## src/verilog/id_pkg.sv

```systemverilog
package id_pkg;

  ////////////////////////////////////////////////////////////////////////////
  // Widths and fixed constants
  ////////////////////////////////////////////////////////////////////////////

  localparam int unsigned XLEN       = 32;
  localparam int unsigned REG_ADDR_W = 5;

  // Link value offset added to the PC by JAL and JALR
  localparam logic [XLEN-1:0] LINK_INCR = 32'd4;

  ////////////////////////////////////////////////////////////////////////////
  // Major opcodes (RV32I subset)
  ////////////////////////////////////////////////////////////////////////////

  typedef enum logic [6:0] {
    OP     = 7'h33,  // Register-register ALU
    OP_IMM = 7'h13,  // Register-immediate ALU
    LOAD   = 7'h03,
    STORE  = 7'h23,
    LUI    = 7'h37,
    AUIPC  = 7'h17,
    JAL    = 7'h6f,
    JALR   = 7'h67
  } opcode_e;

  ////////////////////////////////////////////////////////////////////////////
  // ALU operators and selects
  ////////////////////////////////////////////////////////////////////////////

  typedef enum logic [3:0] {
    ALU_ADD  = 4'd0,
    ALU_SUB  = 4'd1,
    ALU_SLL  = 4'd2,
    ALU_SLT  = 4'd3,
    ALU_SLTU = 4'd4,
    ALU_XOR  = 4'd5,
    ALU_SRL  = 4'd6,
    ALU_SRA  = 4'd7,
    ALU_OR   = 4'd8,
    ALU_AND  = 4'd9
  } alu_op_e;

  typedef enum logic [1:0] {
    OP_A_REG  = 2'd0,
    OP_A_PC   = 2'd1,
    OP_A_ZERO = 2'd2
  } op_a_sel_e;

  typedef enum logic {
    OP_B_REG = 1'b0,
    OP_B_IMM = 1'b1
  } op_b_sel_e;

  // Register file write data source
  typedef enum logic {
    RF_WD_ALU = 1'b0,
    RF_WD_LSU = 1'b1
  } rf_wd_sel_e;

  // Load/store access size
  typedef enum logic [1:0] {
    LSU_WORD = 2'b00,
    LSU_HALF = 2'b01,
    LSU_BYTE = 2'b10
  } lsu_type_e;

endpackage

```

## src/verilog/imm_gen.sv

```systemverilog
module imm_gen import id_pkg::*; (
  input  logic [XLEN-1:0] instr_i,
  input  opcode_e         imm_fmt_i,
  output logic [XLEN-1:0] imm_o
);

  logic [XLEN-1:0] imm_i_type;
  logic [XLEN-1:0] imm_s_type;
  logic [XLEN-1:0] imm_u_type;

  // I-type, sign bit replicated from bit 31
  assign imm_i_type = {{20{instr_i[31]}}, instr_i[31:20]};

  // S-type, offset split around rd field
  assign imm_s_type = {{20{instr_i[31]}}, instr_i[31:25], instr_i[11:7]};

  // Upper immediate, low 12 bits cleared
  assign imm_u_type = {instr_i[31:12], 12'h000};

  always_comb begin
    case (imm_fmt_i)
      OP_IMM,
      LOAD:    imm_o = imm_i_type;
      STORE:   imm_o = imm_s_type;
      LUI,
      AUIPC:   imm_o = imm_u_type;
      JAL,
      JALR:    imm_o = LINK_INCR;  // ALU forms PC + 4 for the link
      default: imm_o = '0;         // R-type and unknown opcodes
    endcase
  end

endmodule

```

## src/verilog/instr_decoder.sv

```systemverilog
module instr_decoder import id_pkg::*; (
  input  logic                  instr_valid_i,
  input  logic [XLEN-1:0]       instr_i,

  output opcode_e               imm_fmt_o,

  // ALU control
  output alu_op_e               alu_op_o,
  output op_a_sel_e             op_a_sel_o,
  output op_b_sel_e             op_b_sel_o,

  // Register file
  output logic [REG_ADDR_W-1:0] rf_raddr_a_o,
  output logic [REG_ADDR_W-1:0] rf_raddr_b_o,
  output logic [REG_ADDR_W-1:0] rf_waddr_o,
  output logic                  rf_ren_a_o,
  output logic                  rf_ren_b_o,
  output logic                  rf_we_o,
  output rf_wd_sel_e            rf_wd_sel_o,

  // Load/store unit
  output logic                  lsu_req_o,
  output logic                  lsu_we_o,
  output logic                  lsu_sign_ext_o,
  output lsu_type_e             lsu_type_o,

  output logic                  illegal_insn_o
);

  opcode_e    opcode;
  logic [2:0] funct3;
  logic [6:0] funct7;
  logic       funct7_ok;
  alu_op_e    arith_op;
  lsu_type_e  size_dec;

  // Raw decode before gating
  logic       illegal;
  logic       ren_a;
  logic       ren_b;
  logic       we;
  logic       req;
  logic       insn_en;

  assign opcode = opcode_e'(instr_i[6:0]);
  assign funct3 = instr_i[14:12];
  assign funct7 = instr_i[31:25];

  assign imm_fmt_o = opcode;

  // Register fields are fixed position in every format
  assign rf_raddr_a_o = instr_i[19:15];
  assign rf_raddr_b_o = instr_i[24:20];
  assign rf_waddr_o   = instr_i[11:7];

  assign funct7_ok = (funct7 == 7'h00) || (funct7 == 7'h20);

  ////////////////////////////////////////////////////////////////////////////
  // Arithmetic operator from funct3, bit 30 picks SUB and SRA
  ////////////////////////////////////////////////////////////////////////////

  always_comb begin
    case (funct3)
      3'b000:  arith_op = (opcode == OP && instr_i[30]) ? ALU_SUB : ALU_ADD;
      3'b001:  arith_op = ALU_SLL;
      3'b010:  arith_op = ALU_SLT;
      3'b011:  arith_op = ALU_SLTU;
      3'b100:  arith_op = ALU_XOR;
      3'b101:  arith_op = instr_i[30] ? ALU_SRA : ALU_SRL;
      3'b110:  arith_op = ALU_OR;
      default: arith_op = ALU_AND;
    endcase
  end

  // Access size from funct3[1:0]
  always_comb begin
    case (funct3[1:0])
      2'b00:   size_dec = LSU_BYTE;
      2'b01:   size_dec = LSU_HALF;
      default: size_dec = LSU_WORD;
    endcase
  end

  ////////////////////////////////////////////////////////////////////////////
  // Main opcode decode
  ////////////////////////////////////////////////////////////////////////////

  always_comb begin
    alu_op_o       = ALU_ADD;
    op_a_sel_o     = OP_A_REG;
    op_b_sel_o     = OP_B_IMM;
    rf_wd_sel_o    = RF_WD_ALU;
    lsu_we_o       = 1'b0;
    lsu_type_o     = LSU_WORD;
    lsu_sign_ext_o = 1'b0;
    illegal        = 1'b0;
    ren_a          = 1'b0;
    ren_b          = 1'b0;
    we             = 1'b0;
    req            = 1'b0;

    case (opcode)
      OP: begin
        alu_op_o   = arith_op;
        op_b_sel_o = OP_B_REG;
        ren_a      = 1'b1;
        ren_b      = 1'b1;
        we         = 1'b1;
        illegal    = ~funct7_ok;
      end
      OP_IMM: begin
        alu_op_o = arith_op;
        ren_a    = 1'b1;
        we       = 1'b1;
        // Only shifts carry a funct7 field
        illegal  = (funct3[1:0] == 2'b01) && !funct7_ok;
      end
      LOAD: begin
        ren_a          = 1'b1;
        we             = 1'b1;
        req            = 1'b1;
        rf_wd_sel_o    = RF_WD_LSU;
        lsu_type_o     = size_dec;
        lsu_sign_ext_o = ~funct3[2];  // LBU and LHU zero extend
        illegal        = (funct3 == 3'b011) || (funct3[2:1] == 2'b11);
      end
      STORE: begin
        op_b_sel_o = OP_B_IMM;        // S immediate as offset
        ren_a      = 1'b1;
        ren_b      = 1'b1;
        req        = 1'b1;
        lsu_we_o   = 1'b1;
        lsu_type_o = size_dec;
        illegal    = funct3[2] || (funct3[1:0] == 2'b11);
      end
      LUI: begin
        op_a_sel_o = OP_A_ZERO;
        we         = 1'b1;
      end
      AUIPC,
      JAL: begin
        op_a_sel_o = OP_A_PC;
        we         = 1'b1;
      end
      JALR: begin
        op_a_sel_o = OP_A_PC;         // Link value only, target is outside
        ren_a      = 1'b1;
        we         = 1'b1;
      end
      default: illegal = 1'b1;
    endcase
  end

  // Nothing leaves decode enabled unless valid and legal
  assign insn_en = instr_valid_i & ~illegal;

  assign rf_ren_a_o     = ren_a & insn_en;
  assign rf_ren_b_o     = ren_b & insn_en;
  assign rf_we_o        = we & insn_en;
  assign lsu_req_o      = req & insn_en;
  assign illegal_insn_o = instr_valid_i & illegal;

endmodule

```

## src/verilog/id_ex_reg.sv

```systemverilog
module id_ex_reg import id_pkg::*; (
  input  logic                  clk_i,
  input  logic                  rst_ni,

  // From decode
  input  logic                  valid_i,
  input  alu_op_e               alu_op_i,
  input  op_a_sel_e             op_a_sel_i,
  input  op_b_sel_e             op_b_sel_i,
  input  logic                  rf_we_i,
  input  logic [REG_ADDR_W-1:0] rf_waddr_i,
  input  rf_wd_sel_e            rf_wd_sel_i,
  input  logic                  lsu_req_i,
  input  logic                  lsu_we_i,
  input  lsu_type_e             lsu_type_i,
  input  logic                  lsu_sign_ext_i,
  input  logic [XLEN-1:0]       imm_i,
  input  logic [XLEN-1:0]       pc_i,
  input  logic [XLEN-1:0]       rf_rdata_a_i,
  input  logic [XLEN-1:0]       rf_rdata_b_i,

  // To execute
  output logic                  ex_valid_o,
  output alu_op_e               ex_alu_op_o,
  output op_a_sel_e             ex_op_a_sel_o,
  output op_b_sel_e             ex_op_b_sel_o,
  output logic                  ex_rf_we_o,
  output logic [REG_ADDR_W-1:0] ex_rf_waddr_o,
  output rf_wd_sel_e            ex_rf_wd_sel_o,
  output logic                  ex_lsu_req_o,
  output logic                  ex_lsu_we_o,
  output lsu_type_e             ex_lsu_type_o,
  output logic                  ex_lsu_sign_ext_o,
  output logic [XLEN-1:0]       ex_imm_o,
  output logic [XLEN-1:0]       ex_pc_o,
  output logic [XLEN-1:0]       ex_rdata_a_o,
  output logic [XLEN-1:0]       ex_lsu_wdata_o   // Also rs2 data for the ALU
);

  always_ff @(posedge clk_i or negedge rst_ni) begin
    if (!rst_ni) begin
      ex_valid_o        <= 1'b0;
      ex_alu_op_o       <= ALU_ADD;
      ex_op_a_sel_o     <= OP_A_REG;
      ex_op_b_sel_o     <= OP_B_REG;
      ex_rf_we_o        <= 1'b0;
      ex_rf_waddr_o     <= '0;
      ex_rf_wd_sel_o    <= RF_WD_ALU;
      ex_lsu_req_o      <= 1'b0;
      ex_lsu_we_o       <= 1'b0;
      ex_lsu_type_o     <= LSU_WORD;
      ex_lsu_sign_ext_o <= 1'b0;
      ex_imm_o          <= '0;
      ex_pc_o           <= '0;
      ex_rdata_a_o      <= '0;
      ex_lsu_wdata_o    <= '0;
    end else begin
      ex_valid_o        <= valid_i;
      ex_alu_op_o       <= alu_op_i;
      ex_op_a_sel_o     <= op_a_sel_i;
      ex_op_b_sel_o     <= op_b_sel_i;
      ex_rf_we_o        <= rf_we_i;   // Already gated in decode
      ex_rf_waddr_o     <= rf_waddr_i;
      ex_rf_wd_sel_o    <= rf_wd_sel_i;
      ex_lsu_req_o      <= lsu_req_i;
      ex_lsu_we_o       <= lsu_we_i;
      ex_lsu_type_o     <= lsu_type_i;
      ex_lsu_sign_ext_o <= lsu_sign_ext_i;
      ex_imm_o          <= imm_i;
      ex_pc_o           <= pc_i;
      ex_rdata_a_o      <= rf_rdata_a_i;
      ex_lsu_wdata_o    <= rf_rdata_b_i;
    end
  end

  // An empty slot must never reach execute with side effects
  assert property (@(posedge clk_i) disable iff (!rst_ni)
    !ex_valid_o |-> (!ex_rf_we_o && !ex_lsu_req_o))
    else $error("invalid slot carries rf_we or lsu_req");

endmodule

```

## src/verilog/ex_operand_sel.sv

```systemverilog
module ex_operand_sel import id_pkg::*; (
  input  op_a_sel_e       op_a_sel_i,
  input  op_b_sel_e       op_b_sel_i,
  input  logic [XLEN-1:0] rdata_a_i,
  input  logic [XLEN-1:0] rdata_b_i,
  input  logic [XLEN-1:0] pc_i,
  input  logic [XLEN-1:0] imm_i,
  output logic [XLEN-1:0] operand_a_o,
  output logic [XLEN-1:0] operand_b_o
);

  // Operand A mux
  always_comb begin
    case (op_a_sel_i)
      OP_A_REG:  operand_a_o = rdata_a_i;
      OP_A_PC:   operand_a_o = pc_i;      // AUIPC and link
      OP_A_ZERO: operand_a_o = '0;        // LUI
      default:   operand_a_o = '0;
    endcase
  end

  // Operand B mux
  always_comb begin
    case (op_b_sel_i)
      OP_B_REG: operand_b_o = rdata_b_i;
      default:  operand_b_o = imm_i;
    endcase
  end

  // Decode never produces the spare encoding
  always_comb begin
    assert final (op_a_sel_i inside {OP_A_REG, OP_A_PC, OP_A_ZERO})
      else $error("op_a_sel has unused encoding %0h", op_a_sel_i);
  end

endmodule

```

## src/verilog/id_stage.sv

```systemverilog
module id_stage import id_pkg::*; (
  input  logic                  clk_i,
  input  logic                  rst_ni,

  input  logic                  instr_valid_i,
  input  logic [XLEN-1:0]       instr_i,
  input  logic [XLEN-1:0]       pc_i,

  // Register file read, same cycle
  output logic [REG_ADDR_W-1:0] rf_raddr_a_o,
  output logic [REG_ADDR_W-1:0] rf_raddr_b_o,
  output logic                  rf_ren_a_o,
  output logic                  rf_ren_b_o,
  input  logic [XLEN-1:0]       rf_rdata_a_i,
  input  logic [XLEN-1:0]       rf_rdata_b_i,

  output logic                  illegal_insn_o,

  // Execute bundle, one cycle later
  output logic                  ex_valid_o,
  output alu_op_e               ex_alu_op_o,
  output logic [XLEN-1:0]       ex_operand_a_o,
  output logic [XLEN-1:0]       ex_operand_b_o,
  output logic                  ex_rf_we_o,
  output logic [REG_ADDR_W-1:0] ex_rf_waddr_o,
  output rf_wd_sel_e            ex_rf_wd_sel_o,
  output logic                  ex_lsu_req_o,
  output logic                  ex_lsu_we_o,
  output lsu_type_e             ex_lsu_type_o,
  output logic                  ex_lsu_sign_ext_o,
  output logic [XLEN-1:0]       ex_lsu_wdata_o,
  output logic [XLEN-1:0]       ex_pc_o
);

  ////////////////////////////////////////////////////////////////////////////
  // Decode side wires
  ////////////////////////////////////////////////////////////////////////////

  opcode_e               imm_fmt;
  alu_op_e               alu_op;
  op_a_sel_e             op_a_sel;
  op_b_sel_e             op_b_sel;
  logic [REG_ADDR_W-1:0] rf_waddr;
  logic                  rf_we;
  rf_wd_sel_e            rf_wd_sel;
  logic                  lsu_req;
  logic                  lsu_we;
  logic                  lsu_sign_ext;
  lsu_type_e             lsu_type;
  logic [XLEN-1:0]       imm;

  // Registered selects and data
  op_a_sel_e             ex_op_a_sel;
  op_b_sel_e             ex_op_b_sel;
  logic [XLEN-1:0]       ex_imm;
  logic [XLEN-1:0]       ex_rdata_a;

  instr_decoder u_instr_decoder (
    .instr_valid_i  (instr_valid_i),
    .instr_i        (instr_i),
    .imm_fmt_o      (imm_fmt),
    .alu_op_o       (alu_op),
    .op_a_sel_o     (op_a_sel),
    .op_b_sel_o     (op_b_sel),
    .rf_raddr_a_o   (rf_raddr_a_o),
    .rf_raddr_b_o   (rf_raddr_b_o),
    .rf_waddr_o     (rf_waddr),
    .rf_ren_a_o     (rf_ren_a_o),
    .rf_ren_b_o     (rf_ren_b_o),
    .rf_we_o        (rf_we),
    .rf_wd_sel_o    (rf_wd_sel),
    .lsu_req_o      (lsu_req),
    .lsu_we_o       (lsu_we),
    .lsu_sign_ext_o (lsu_sign_ext),
    .lsu_type_o     (lsu_type),
    .illegal_insn_o (illegal_insn_o)
  );

  imm_gen u_imm_gen (
    .instr_i   (instr_i),
    .imm_fmt_i (imm_fmt),
    .imm_o     (imm)
  );

  id_ex_reg u_id_ex_reg (
    .clk_i             (clk_i),
    .rst_ni            (rst_ni),
    .valid_i           (instr_valid_i),
    .alu_op_i          (alu_op),
    .op_a_sel_i        (op_a_sel),
    .op_b_sel_i        (op_b_sel),
    .rf_we_i           (rf_we),
    .rf_waddr_i        (rf_waddr),
    .rf_wd_sel_i       (rf_wd_sel),
    .lsu_req_i         (lsu_req),
    .lsu_we_i          (lsu_we),
    .lsu_type_i        (lsu_type),
    .lsu_sign_ext_i    (lsu_sign_ext),
    .imm_i             (imm),
    .pc_i              (pc_i),
    .rf_rdata_a_i      (rf_rdata_a_i),
    .rf_rdata_b_i      (rf_rdata_b_i),
    .ex_valid_o        (ex_valid_o),
    .ex_alu_op_o       (ex_alu_op_o),
    .ex_op_a_sel_o     (ex_op_a_sel),
    .ex_op_b_sel_o     (ex_op_b_sel),
    .ex_rf_we_o        (ex_rf_we_o),
    .ex_rf_waddr_o     (ex_rf_waddr_o),
    .ex_rf_wd_sel_o    (ex_rf_wd_sel_o),
    .ex_lsu_req_o      (ex_lsu_req_o),
    .ex_lsu_we_o       (ex_lsu_we_o),
    .ex_lsu_type_o     (ex_lsu_type_o),
    .ex_lsu_sign_ext_o (ex_lsu_sign_ext_o),
    .ex_imm_o          (ex_imm),
    .ex_pc_o           (ex_pc_o),
    .ex_rdata_a_o      (ex_rdata_a),
    .ex_lsu_wdata_o    (ex_lsu_wdata_o)
  );

  ex_operand_sel u_ex_operand_sel (
    .op_a_sel_i  (ex_op_a_sel),
    .op_b_sel_i  (ex_op_b_sel),
    .rdata_a_i   (ex_rdata_a),
    .rdata_b_i   (ex_lsu_wdata_o),  // Registered rs2 data
    .pc_i        (ex_pc_o),
    .imm_i       (ex_imm),
    .operand_a_o (ex_operand_a_o),
    .operand_b_o (ex_operand_b_o)
  );

endmodule

```

## config.mk

```make
export PLATFORM = sky130hd
export DESIGN_NAME = id_stage
export DESIGN_NICKNAME = d
export VERILOG_FILES = /design/src/verilog/id_pkg.sv /design/src/verilog/imm_gen.sv /design/src/verilog/instr_decoder.sv /design/src/verilog/id_ex_reg.sv /design/src/verilog/ex_operand_sel.sv /design/src/verilog/id_stage.sv
export SDC_FILE = /design/constraint.sdc
export NUM_CORES = 1
export LEC_CHECK = 0
export BUFFER_PORTS_ARGS = -buffer_cell sky130_fd_sc_hd__buf_2
export CORE_AREA = 4 4 110 112
export CTS_CLUSTER_SIZE = 40
export DETAILED_ROUTE_END_ITERATION = 8
export DIE_AREA = 0 0 114 116
export PLACE_DENSITY_LB_ADDON = 0.05
export SLEW_MARGIN = 40
export SYNTH_ARGS = -nofsm -noshare
export SYNTH_HDL_FRONTEND = slang
export SYNTH_SLANG_ARGS = --single-unit
```

## constraint.sdc

```tcl
create_clock -name clk_i -period 2.6 [get_ports clk_i]
set_clock_uncertainty 0.05 [all_clocks]
set_input_delay 0.26 -clock clk_i [delete_from_list [all_inputs] [get_ports clk_i]]
set_output_delay 0.26 -clock clk_i [all_outputs]
set_load 0.01 [all_outputs]
```

==> results.yml, run 1 <==
logic_synthesis:
  syn_nets: 493
  yosysMostFrequentCell: "dfrtp_1"
  synth_edf_count: 0
  async_flop_share_pct: 100
  synth_top_area_share_pct: 70.0
  synthFlopType: "dfrtp_1"
  synth_area_leaders: "dfrtp_1 70%, mux2_2 6.6%, mux2i_1 6.1%, nor2_1 3.1%, a21o_1 2.7%"
  synthCells: 362
  netlist-cell-type-count: 34
  syn_area_mm2: 0.00529
  syn_avg_cell_area_um2: 14.6
  yosys.area.top_type: "dfrtp_1"
  yosys-top-cells-count: "148 x dfrtp_1, 43 x nor2_1, 32 x mux2i_1"
  ys_seq_area_share_pct: 70.0
  synth_seq_cells: 148
  yosysWarnings: 0
timing:
  tightestPinTransition_ps: 797
  finalSetupTns_ps: 0
  rsz0062_at_grt: "no"
  fin_crit_ps: 2130
  max-slew-margin-rel_pct: 46.9
  max_freq_ghz: 0.469
  hold_slack_ps: 12.3
  slew_violations: 0
  min_period_over_period_pct: 82.0
  finalHoldViolations: 0
  setup_viol: 0
layout:
  regArea_mm2: 0.00370
  multi_input_area_mm2: 0.00139
  n_antenna_cell: 0
  final_area_mm2: 0.00845
  finalNetCount: 882
  nFillCells: 740
  drive_gt1_share_pct: 48.5
  area_growth_pct: 59.7
  instances_no_fill: 906
worst_setup_path:
  required_ps: 2290
  crit_path_start: "u_id_ex_reg.ex_op_b_sel_o"
  cp-start-kind: "flip-flop"
  endpoint: "ex_operand_b_o[31]"
  critPathKind: "flip-flop to output port"
  path_max_fanout: 27
  worst_ep_arrival_time_ps: 1820
  endpoint_kind: "output port"
die:
  start_util_pct: 47.1
  die_area_mm2: 0.0132
  dieWidth_um: 114
  die_h_um: 116
  rows: 39
  core_area_mm2: 0.0112
  io_pins: 289
outcome:
  status: "completed"
clock_network:
  root_buffer: "clkbuf_16"
  tritoncts: "built"
  cts_made_buffers: 17
  postCtsSetupBuffers: 0
  clock_sinks: 148
  clockBufferDepth: 2
  hold_buffers: 103
  path_clk_slew_ps: 60
  h-tree-depth: 4
  post_cts_resize_count: 0
power_and_ir_drop:
  p_leak_nw: 4.51
  ir_drop_mv: 0.418
  p_per_area_mw_per_mm2: 652
drt:
  wl_per_cell_um: 17.7
  dr.pass1.iters: 5
  drt_iter0_drc: 227
  route.detailed.drc: 0
  antenna_left: 0
  routed_wl_um: 16100
  num_vias: 4354
  via_per_inst: 4.81
global_route:
  grt_pass1_wl_um: 24500
  grt-ovfl-total: 0
  grt_antenna_before_repair: 0
  grtUsageTotal_pct: 24.7
  grt_pass1_vias: 4650
  grt_max_degree: 73
flow_run:
  cap_violations: 0
placed_design:
  placed_area_mm2: 0.00680
  dp_hpwl_um: 11100
  io_buffers: 288
  dp_cells: 772
  gp_congestion: 0.871
min_path:
  hold_path_startpoint: "instr_i[19]"
  hp-class: "primary input to flip-flop"
==> stage by stage <==
step / utilization, % / setup WS, ps / power (mW)
floorplan: - / 1050 / 2.62
global placement: 60.6 / 788 / 2.89
detailed placement: 60.6 / 743 / 2.90
CTS: 75.3 / 422 / 5.54
global route: 75.3 / 318 / 5.72
finish: 75.3 / 469 / 5.51
==> routing by layer <==
metal	GRT usage, %	up-vias	routed length [um]	part of all wire (%)
li1	-	1996	-	-
met1	27.3	2110	5820	36
met2	44.1	215	8580	53
met3	8.25	33	1250	7.8
met4	9.58	0	411	2.6
met5	0	-	0	0
==> power by group <==
part / total (mW) / switching [mW] / internal [mW]
sequential: 2.43 / 0.0376 / 2.39
combinational: 0.554 / 0.267 / 0.286
clock: 2.53 / 0.886 / 1.64
==> registers in the layout, summed over array words and instances, names as in the netlist <==
signal / cells
u_id_ex_reg.ex_lsu_type_o: 2
u_id_ex_reg.ex_imm_o: 32
u_id_ex_reg.ex_rdata_a_o: 32
u_id_ex_reg.ex_rf_we_o: 1
u_id_ex_reg.ex_op_a_sel_o: 2
u_id_ex_reg.ex_op_b_sel_o: 1
u_id_ex_reg.ex_lsu_sign_ext_o: 1
u_id_ex_reg.ex_rf_wd_sel_o: 1
u_id_ex_reg.ex_lsu_req_o: 1
u_id_ex_reg.ex_alu_op_o: 4
u_id_ex_reg.ex_rf_waddr_o: 5
u_id_ex_reg.ex_valid_o: 1
u_id_ex_reg.ex_lsu_we_o: 1
u_id_ex_reg.ex_lsu_wdata_o: 32
u_id_ex_reg.ex_pc_o: 32
==> final cells by class <==
class | instances | area share, %
Inverter | 3 | 0.133
Clock buffer | 20 | 5.41
Timing Repair Buffer | 400 | 30.1
Sequential cell | 148 | 43.9
Tap cell | 143 | 2.12
Clock inverter | 11 | 1.87
Multi-Input combinational cell | 181 | 16.5
==> logic make-up (layout without fill, tap and decap cells) <==
logic type / count (synthesis) / count (layout) / share of synthesized area [%]
AND/OR/NAND/NOR: 78 / 78 / 8.02
buffers and inverters: 33 / 434 / 3.67
multiplexers: 65 / 65 / 13.1
flip-flops: 148 / 148 / 70.0
AO/OA/AOI/OAI: 38 / 38 / 5.23
==> layout by cell type, fill, tap and decap left out, types with 4 or more instances in the layout <==
| cell type | synthesis | layout |
|---|---|---|
| a21o_1 | 19 | 19 |
| a22oi_1 | 5 | 5 |
| and2_1 | 6 | 6 |
| and3_1 | 4 | 4 |
| buf_2 | 11 | 287 |
| buf_4 | 11 | 9 |
| bufinv_16 | 0 | 4 |
| clkbuf_16 | 0 | 17 |
| clkinv_2 | 0 | 6 |
| dfrtp_1 | 148 | 147 |
| dlygate4sd3_1 | 0 | 103 |
| mux2_2 | 31 | 31 |
| mux2i_1 | 32 | 32 |
| nand2_1 | 6 | 6 |
| nor2_1 | 43 | 43 |
==> critical path, cell delays in order, from the launching register on <==
cell and delay [ps]:
dfrtp_1 470, buf_4 390, mux2_2 380, buf_2 150
==> worst min-delay path by stage <==
stage	slack, ps	end	depth (start not counted)
2_1_floorplan	-90	u_id_ex_reg.ex_alu_op_o[0]	0
3_3_place_gp	250	u_id_ex_reg.ex_pc_o[8]	1
3_5_place_dp	260	u_id_ex_reg.ex_pc_o[8]	1
4_1_cts	2	u_id_ex_reg.ex_imm_o[19]	2
5_1_grt	4	u_id_ex_reg.ex_imm_o[16]	2
6_report	10	u_id_ex_reg.ex_imm_o[19]	2
No activity file was read; power rests on OpenSTA's default activity.
==> inputs of run 2 (changes only) <==
- CORE_AREA: 4 4 110 112 -> 4 4 115 117
- DIE_AREA: 0 0 114 116 -> 0 0 119 121
- clock period: 2.6 -> 2.19 ns (I/O delays scaled with it)
==> results.yml, run 2 (synthesis results as in run 1) <==
drt:
  via_per_inst: 4.63
  wl_per_cell_um: 17.1
  dr.pass1.iters: 4
  routed_wl_um: 16200
  antenna_left: 0
  drt_iter0_drc: 213
  route.detailed.drc: 0
  num_vias: 4391
worst_setup_path:
  path_max_fanout: 5
  worst_ep_arrival_time_ps: 1710
  critPathKind: "primary input to output port"
  required_ps: 1920
  cp-start-kind: "primary input"
  endpoint_kind: "output port"
layout:
  finalNetCount: 895
  area_growth_pct: 64.0
  final_common_cell: "buf_2"
  layout_common_cells: "287 x buf_2, 147 x dfrtp_1, 115 x dlygate4sd3_1, 43 x nor2_1, 32 x mux2i_1"
  instances_no_fill: 949
  n_antenna_cell: 0
  drive_gt1_share_pct: 48.1
  final_util_pct: 70.2
  nFillCells: 885
timing:
  finalHoldViolations: 0
  setup_viol: 0
  fin_crit_ps: 1980
  rsz0062_at_grt: "no"
  setup_ws_ps: 208
  tightestPinTransition_ps: 734
  max_freq_ghz: 0.505
  slew_violations: 0
  max-slew-margin-rel_pct: 51.1
  finalSetupTns_ps: 0
  min_period_over_period_pct: 90.5
min_path:
  hp-class: "primary input to flip-flop"
clock_network:
  postCtsSetupBuffers: 0
  root_buffer: "clkbuf_16"
  clockBufferDepth: 2
  cts_made_buffers: 17
  clock_sinks: 148
  tritoncts: "built"
  path_clk_slew_ps: 60
  h-tree-depth: 4
outcome:
  status: "completed"
global_route:
  grt_max_degree: 53
  grtUsageTotal_pct: 23.4
  grt_antenna_before_repair: 0
  grt_pass1_vias: 4861
  grt-ovfl-total: 0
  grt_pass1_wl_um: 25800
die:
  core_area_mm2: 0.0124
  die_h_um: 121
  io_pins: 289
  die_area_mm2: 0.0144
  rows: 41
  dieWidth_um: 119
  start_util_pct: 42.8
power_and_ir_drop:
  p_per_area_mw_per_mm2: 764
  p_leak_nw: 4.59
  ir_drop_mv: 0.445
flow_run:
  cap_violations: 0
placed_design:
  dp_hpwl_um: 11000
  io_buffers: 288
  dpl_worst_slack_ps: 441
  gp_congestion: 0.794
  dp_cells: 802
==> run 2: cell types whose count changed in the layout (fill, tap and decap cells not counted), sizes merged <==
cell	previous run	this run
buf	297	298
clkinv	6	7
clkbuf	20	19
dlygate4sd3	103	115
clkinvlp	1	2
==> run 2: area by class of cell <==
class,count,area (um^2),share of cell area (%)
flip-flops and latches,148,3700,42.7
repair buffers,413,2710,31.3
multi-input cells,181,1400,16.1
clock buffers,19,453,5.22
well taps,172,215,2.48
clock inverters,13,181,2.09
inverters,3,11.3,0.130
==> run 2: critical path, stage by stage <==
cell and delay (ps):
dlygate4sd3_1 560, buf_2 140, nor2_1 150, a221oi_2 90, o21ai_2 220, and4_1 210, buf_2 120
==> run 2: path summary, 6_finish.rpt <==
| kind | cells past startpoint | start | end |
|---|---|---|---|
| min in group asynchronous | 2 | rst_ni | u_id_ex_reg.ex_pc_o[21] |
| max in group asynchronous | 3 | rst_ni | u_id_ex_reg.ex_pc_o[10] |
| worst max-delay path | 7 | instr_i[25] | rf_ren_b_o |
| worst min-delay path | 2 | instr_i[24] | u_id_ex_reg.ex_imm_o[24] |
==> run 2: timing repair <==
| item | in CTS | in global routing |
|---|---|---|
| hold buffers | 115 | 0 |
| gates resized for setup | 0 | 1 |
| setup endpoints to repair | 0 | 1 |
| hold endpoints to repair | 165 | 0 |
==> run 2: metrics by stage <==
stage                     total power [mW]  hold slack, ps  instance area, um^2
after detailed placement              3.44             136                 6880
after floorplan                       3.11            -127                 5290
after CTS                             6.69          0.0638                 8670
after global placement                3.43             126                 6880
final                                 6.63            18.1                 8670
after global routing                  6.91            6.08                 8670
==> run 2: per-layer routing <==
| layer | track usage (%) | vias to the layer above | share of wire, % |
|---|---|---|---|
| li1 | - | 2021 | - |
| met1 | 26.0 | 2156 | 37 |
| met2 | 41.8 | 187 | 54 |
| met3 | 7.46 | 27 | 6.7 |
| met4 | 8.83 | 0 | 2.2 |
| met5 | 0 | - | 0 |
==> run 2: where the power goes <==
part / internal (mW) / switching [mW] / leakage [nW]
clock: 1.96 / 1.10 / 0.309
combinational: 0.358 / 0.321 / 2.45
sequential: 2.84 / 0.0447 / 1.82
